**src/common/eeprom_pkg.sv**
```systemverilog
package eeprom_pkg;

    // 2 Kbyte array, upper three bits go into the control byte
    localparam int EEPROM_ADDR_W = 11;

    localparam logic [3:0] EEPROM_DEV_CODE = 4'b1010;

    // CLK cycles per scl half period
    localparam int SCL_HALF = 4;

    // commands understood by the bit engine
    typedef enum logic [1:0]
    {
        cmd_start,
        cmd_stop,
        cmd_write_byte,
        cmd_read_byte
    } bit_cmd_e;

    // transaction sequencer states
    typedef enum logic [3:0]
    {
        idle,
        wr_start,       // start condition
        wr_ctrl,        // control byte, write bit
        wr_addr,        // address low byte
        wr_data,
        rd_start,       // repeated start
        rd_ctrl,        // control byte, read bit
        rd_data,
        stop,
        done
    } seq_state_e;

endpackage

```
**src/common/i2c_bit_if.sv**
```systemverilog
`timescale 1ns/1ps

interface i2c_bit_if;
    import eeprom_pkg::*;

    bit_cmd_e    cmd;
    logic        cmd_go;     // one cycle, only while engine is free
    logic [7:0]  tx_byte;
    logic [7:0]  rx_byte;    // valid from cmd_done of a read byte
    logic        cmd_done;

    modport seq
    (
        output cmd,
        output cmd_go,
        output tx_byte,
        input  rx_byte,
        input  cmd_done
    );

    modport engine
    (
        input  cmd,
        input  cmd_go,
        input  tx_byte,
        output rx_byte,
        output cmd_done
    );

endinterface

```
**src/eeprom/eeprom_seq.sv**
```systemverilog
`timescale 1ns/1ps

module eeprom_seq
(
    input  logic                                 CLK,
    input  logic                                 RESET,
    input  logic                                 wr,
    input  logic                                 rd,
    input  logic [eeprom_pkg::EEPROM_ADDR_W-1:0] addr,
    input  logic [7:0]                           wr_data,
    output logic [7:0]                           rd_data,
    output logic                                 ack,
    i2c_bit_if.seq                               bus
);
    import eeprom_pkg::*;

    seq_state_e               state;
    seq_state_e               next_state;
    logic                     is_read;
    logic                     issued;     // command outstanding at the engine
    logic                     start_req;
    logic [EEPROM_ADDR_W-1:0] addr_q;
    logic [7:0]               data_q;
    logic [7:0]               ctrl_byte;

    // requests only count in idle, wr wins
    assign start_req = (state == idle) && (wr || rd);

    // device code, block select bits, r/w bit
    assign ctrl_byte = {EEPROM_DEV_CODE, addr_q[EEPROM_ADDR_W-1:8], state == rd_ctrl};

    // wr_data and rd_data states share their names with ports
    always_comb
    begin
        next_state  = idle;
        bus.cmd     = cmd_stop;
        bus.tx_byte = 8'h00;
        case (state)
            wr_start:
            begin
                bus.cmd    = cmd_start;
                next_state = wr_ctrl;
            end
            wr_ctrl:
            begin
                bus.cmd     = cmd_write_byte;
                bus.tx_byte = ctrl_byte;
                next_state  = wr_addr;
            end
            wr_addr:
            begin
                bus.cmd     = cmd_write_byte;
                bus.tx_byte = addr_q[7:0];
                next_state  = is_read ? rd_start : eeprom_pkg::wr_data;
            end
            eeprom_pkg::wr_data:
            begin
                bus.cmd     = cmd_write_byte;
                bus.tx_byte = data_q;
                next_state  = stop;
            end
            rd_start:
            begin
                bus.cmd    = cmd_start;
                next_state = rd_ctrl;
            end
            rd_ctrl:
            begin
                bus.cmd     = cmd_write_byte;
                bus.tx_byte = ctrl_byte;
                next_state  = eeprom_pkg::rd_data;
            end
            eeprom_pkg::rd_data:
            begin
                bus.cmd    = cmd_read_byte;
                next_state = stop;
            end
            stop:
            begin
                bus.cmd    = cmd_stop;
                next_state = done;
            end
            default:
            begin
                next_state = idle;
            end
        endcase
    end

    always_ff @(posedge CLK)
    begin
        if (RESET)
        begin
            state      <= idle;
            is_read    <= 1'b0;
            issued     <= 1'b0;
            bus.cmd_go <= 1'b0;
            ack        <= 1'b0;
            rd_data    <= 8'h00;
        end
        else
        begin
            bus.cmd_go <= 1'b0;
            ack        <= 1'b0;
            case (state)
                idle:
                begin
                    if (wr)
                    begin
                        is_read <= 1'b0;
                        state   <= wr_start;
                    end
                    else if (rd)
                    begin
                        is_read <= 1'b1;
                        state   <= wr_start;   // dummy write sets the address
                    end
                end
                done:
                begin
                    ack <= 1'b1;
                    if (is_read)
                    begin
                        rd_data <= bus.rx_byte;
                    end
                    state <= idle;
                end
                default:
                begin
                    if (!issued)
                    begin
                        bus.cmd_go <= 1'b1;
                        issued     <= 1'b1;
                    end
                    else if (bus.cmd_done)
                    begin
                        issued <= 1'b0;
                        state  <= next_state;
                    end
                end
            endcase
        end
    end

    // request payload, held for the whole transaction
    always_ff @(posedge CLK)
    begin
        if (start_req)
        begin
            addr_q <= addr;
            data_q <= wr_data;
        end
    end

endmodule

```
**src/flat_wrapper.sv**
```systemverilog
// flat-port wrapper written by rule: the top's interface ports become plain ports
module eeprom_seq_flat import eeprom_pkg::*;
  (CLK, RESET, wr, rd, addr, wr_data, rd_data, ack, bus_cmd, bus_cmd_go, bus_tx_byte, bus_rx_byte, bus_cmd_done);
  i2c_bit_if bus_i ();
  input  logic CLK;
  input  logic RESET;
  input  logic wr;
  input  logic rd;
  input  logic [eeprom_pkg::EEPROM_ADDR_W-1:0] addr;
  input  logic [7:0] wr_data;
  output logic [7:0] rd_data;
  output logic ack;
  output wire logic [$bits(bus_i.cmd)-1:0] bus_cmd;
  output wire logic [$bits(bus_i.cmd_go)-1:0] bus_cmd_go;
  output wire logic [$bits(bus_i.tx_byte)-1:0] bus_tx_byte;
  input wire logic [$bits(bus_i.rx_byte)-1:0] bus_rx_byte;
  input wire logic [$bits(bus_i.cmd_done)-1:0] bus_cmd_done;
  assign bus_cmd = bus_i.cmd;
  assign bus_cmd_go = bus_i.cmd_go;
  assign bus_tx_byte = bus_i.tx_byte;
  assign bus_i.rx_byte = bus_rx_byte;
  assign bus_i.cmd_done = bus_cmd_done;
  eeprom_seq u_core (.CLK(CLK), .RESET(RESET), .wr(wr), .rd(rd), .addr(addr), .wr_data(wr_data), .rd_data(rd_data), .ack(ack), .bus(bus_i));
endmodule
```
**config.mk**
```make
export PLATFORM = sky130hd
export DESIGN_NAME = eeprom_seq_flat
export DESIGN_NICKNAME = d
export VERILOG_FILES = /design/src/common/eeprom_pkg.sv /design/src/common/i2c_bit_if.sv /design/src/eeprom/eeprom_seq.sv /design/src/flat_wrapper.sv
export SDC_FILE = /design/constraint.sdc
export NUM_CORES = 1
export LEC_CHECK = 0
export BUFFER_PORTS_ARGS = -buffer_cell sky130_fd_sc_hd__buf_2
export CORE_MARGIN = 3
export CORE_UTILIZATION = 25
export DETAILED_ROUTE_END_ITERATION = 10
export SLEW_MARGIN = 5
export SYNTH_ARGS = -nofsm -noshare
export SYNTH_HDL_FRONTEND = slang
export SYNTH_SLANG_ARGS = --single-unit
```
**constraint.sdc**
```tcl
create_clock -name CLK -period 1.9 [get_ports CLK]
set_input_delay 0 -clock CLK [delete_from_list [all_inputs] [get_ports CLK]]
set_output_delay 0 -clock CLK [all_outputs]
set_load 0.01 [all_outputs]
```
==> out/qor.csv <==
metric,value,unit
place_congestion,0.730,
final_net_count,243,
r2r-start,u_core.state[0],
clk_latency,0.28,ns
period_minus_slack,1.70,ns
vias,1236,
synth-seq-area-share,0.590,
clk_path_buf_depth,2,
grt_pass1_vias,1217,
yosysWarnings,0,
netlist_top_cells_area,"edfxtp_1 (38%), dfxtp_1 (21%), mux2i_1 (5.3%), nor2_1 (4.2%), a21oi_1 (3.3%)",
htreeDepth,2,
worstPathMaxFanout,9,
synth.avg_cell_area,12.0,um2
p_leak,1.00,nW
end_kind,output port,
synth_seq_cells,35,
max_freq,0.587,GHz
synth_top_cell_by_area,edfxtp_1,
power,0.00288,W
critPathRequiredTime,1.90,ns
drtAntennaViolNets,0,
whs_endpoint,u_core.is_read,
hold_viol,0,
layout-drive-gt1-share,0.368,
synthCells,126,
overflow,0,
clk_pin_slew,0.07,ns
ir_worst_vdd,0.547,mV
cp-start-kind,flip-flop,
ys_types,34,
worstSetupPathType,reg -> out,
power.density,1280,mW/mm2
setup_tns,0,ns
placementRows,27,
clock_sinks,35,
grt_use_total,0.104,
placed_area,0.00186,mm2
drcViolationCount,0,
r2r_cells,3,
period_share,0.897,
grt_pass1_wl,5840,um
die_x,83.7,um
n_antenna_cell,0,
synth.net_count,158,
die_area,0.00700,mm2
syn_area,0.00151,mm2
cts_root_buf,clkbuf_8,
final_cell_area,0.00226,mm2
hold_start,rd,
hpwlAfterDp,2350,um
drt_iter0_drc,45,
setup_violations,0,
drv_cap,0,
core_area,0.00568,mm2
io_pins,52,
fin_skew,0.00570,ns
min_delay_path_depth,3,
wl,3490,um
post_drt_wl_per_cell,12.3,um
tightest_slew,0.361,ns
fin_util,0.397,
grt_max_degree,20,
port_buffers,51,
cts_buffers,5,
crit_arrival,1.70,ns
status,finished clean,
antenna_found_initial,0,
r2r-end,u_core.addr_q[0],
slew_headroom,0.759,
synth_top_area_frac,0.378,
slew_violations,0,
die_h,83.7,um
dr.pass1.iters,4,
postCtsSetupBuffers,0,
cts_tree,built,
hp-class,in -> reg,
rsz0062_at_grt,false,
reg2reg_slack,0.40,ns
area.growth.synth_to_final,49.5,%
viasPerCell,4.35,
start_util,0.266,
## cells in the mapped netlist
library cell   n
nand2_4        1
a311oi_1       1
mux2i_1        8
xnor2_2        1
xnor2_1        2
or2b_1         2
nor2b_1        3
nor4_4         1
nor3_4         1
a22oi_1        3
a21boi_0       1
dfxtp_1       16
o21ai_0        2
a221o_1        2
a22o_1         2
clkbuf_1       1
nand2_1       11
inv_1          1
or2_1          1
o211ai_1       1
nand4_1        1
nor2_1        17
nor3_2         2
nor3b_2        1
nand3_1        1
edfxtp_1      19
nand4b_1       2
a211oi_1       2
nor3_1         3
buf_4          3
buf_6          2
a21oi_1       10
and4bb_2       1
a22o_2         1
## cell type report
cell class | count | area, um2
clock inverter | 3 | 43.8
clock buffer | 5 | 68.8
inverter | 1 | 3.75
timing repair buffer | 84 | 586
tap | 72 | 90.1
multi-input combinational | 84 | 568
sequential | 35 | 896
fill | 557 | 3420
## sequential cells by signal (all words and copies together) (netlist names)
register and flops:
u_core.is_read 1, u_core.bus.cmd_go 1, u_core.rd_data 8, u_core.addr_q 11
u_core.issued 1, u_core.data_q 8, u_core.ack 1, u_core.state 4
## logic make-up (layout without fill, tap and decap cells)
logic type / Yosys count / in the layout / synth area share
compound gates: 25 / 25 / 0.112
xor+xnor: 3 / 3 / 0.0224
buf+inv: 7 / 93 / 0.0348
flops: 35 / 35 / 0.590
mux: 8 / 8 / 0.0531
simple gates: 48 / 48 / 0.187
## placed cells by master (no fill, tap or decap), drive strengths merged, types with 5 or more instances in the layout
master,synthesis,final
nand2,12,12
a21oi,10,10
mux2i,8,8
edfxtp,19,19
nor3,6,6
dlygate4sd3,0,28
dfxtp,16,16
clkbuf,1,5
buf,5,56
nor2,17,17
## worst max-delay path, cell delays in order, from the launching register on
cell and delay, ns:
dfxtp_2 0.44, or2b_1 0.29, nor3_4 0.30, a221o_1 0.24, buf_2 0.14
## repair_timing
action / CTS / global route
hold buffers: 28 / 0
resized for setup: 0 / 4
endpoints found under the hold margin: 28 / 0
setup endpoints to repair: 0 / 7
## where the power goes
part	switching, W	leakage, nW	internal [W]
Combinational	0.000498	0.631	0.000469
Sequential	0.000183	0.314	0.00107
Clock	0.000269	0.0581	0.000390
## metrics by stage
stage	instances	hold slack, ns	setup WS, ns
after floorplan	126	0.0697	0.140
after global placement	248	0.177	0.327
after detailed placement	248	0.178	0.298
after CTS	284	0.0345	0.0146
after global routing	284	0.0412	0.0825
final	284	0.0374	0.197
## routing by layer
layer  wire length, um  vias up  track usage
li1                  -      630            -
met1              1610      571        0.133
met2              1670       30        0.168
met3               161        5       0.0316
met4                53        0       0.0351
met5                 0        -            0
## how the worst max path moves through the flow
stage	from	end	slack [ns]
floorplan	u_core.state[0]	u_core.addr_q[0]	0.14
global placement	u_core.state[0]	u_core.addr_q[2]	0.33
detailed placement	u_core.state[0]	u_core.data_q[2]	0.30
CTS	u_core.state[3]	bus_tx_byte[7]	0.01
global route	u_core.state[2]	bus_tx_byte[1]	0.08
finish	u_core.state[2]	bus_tx_byte[7]	0.20
(Power assumes the default switching activity.)
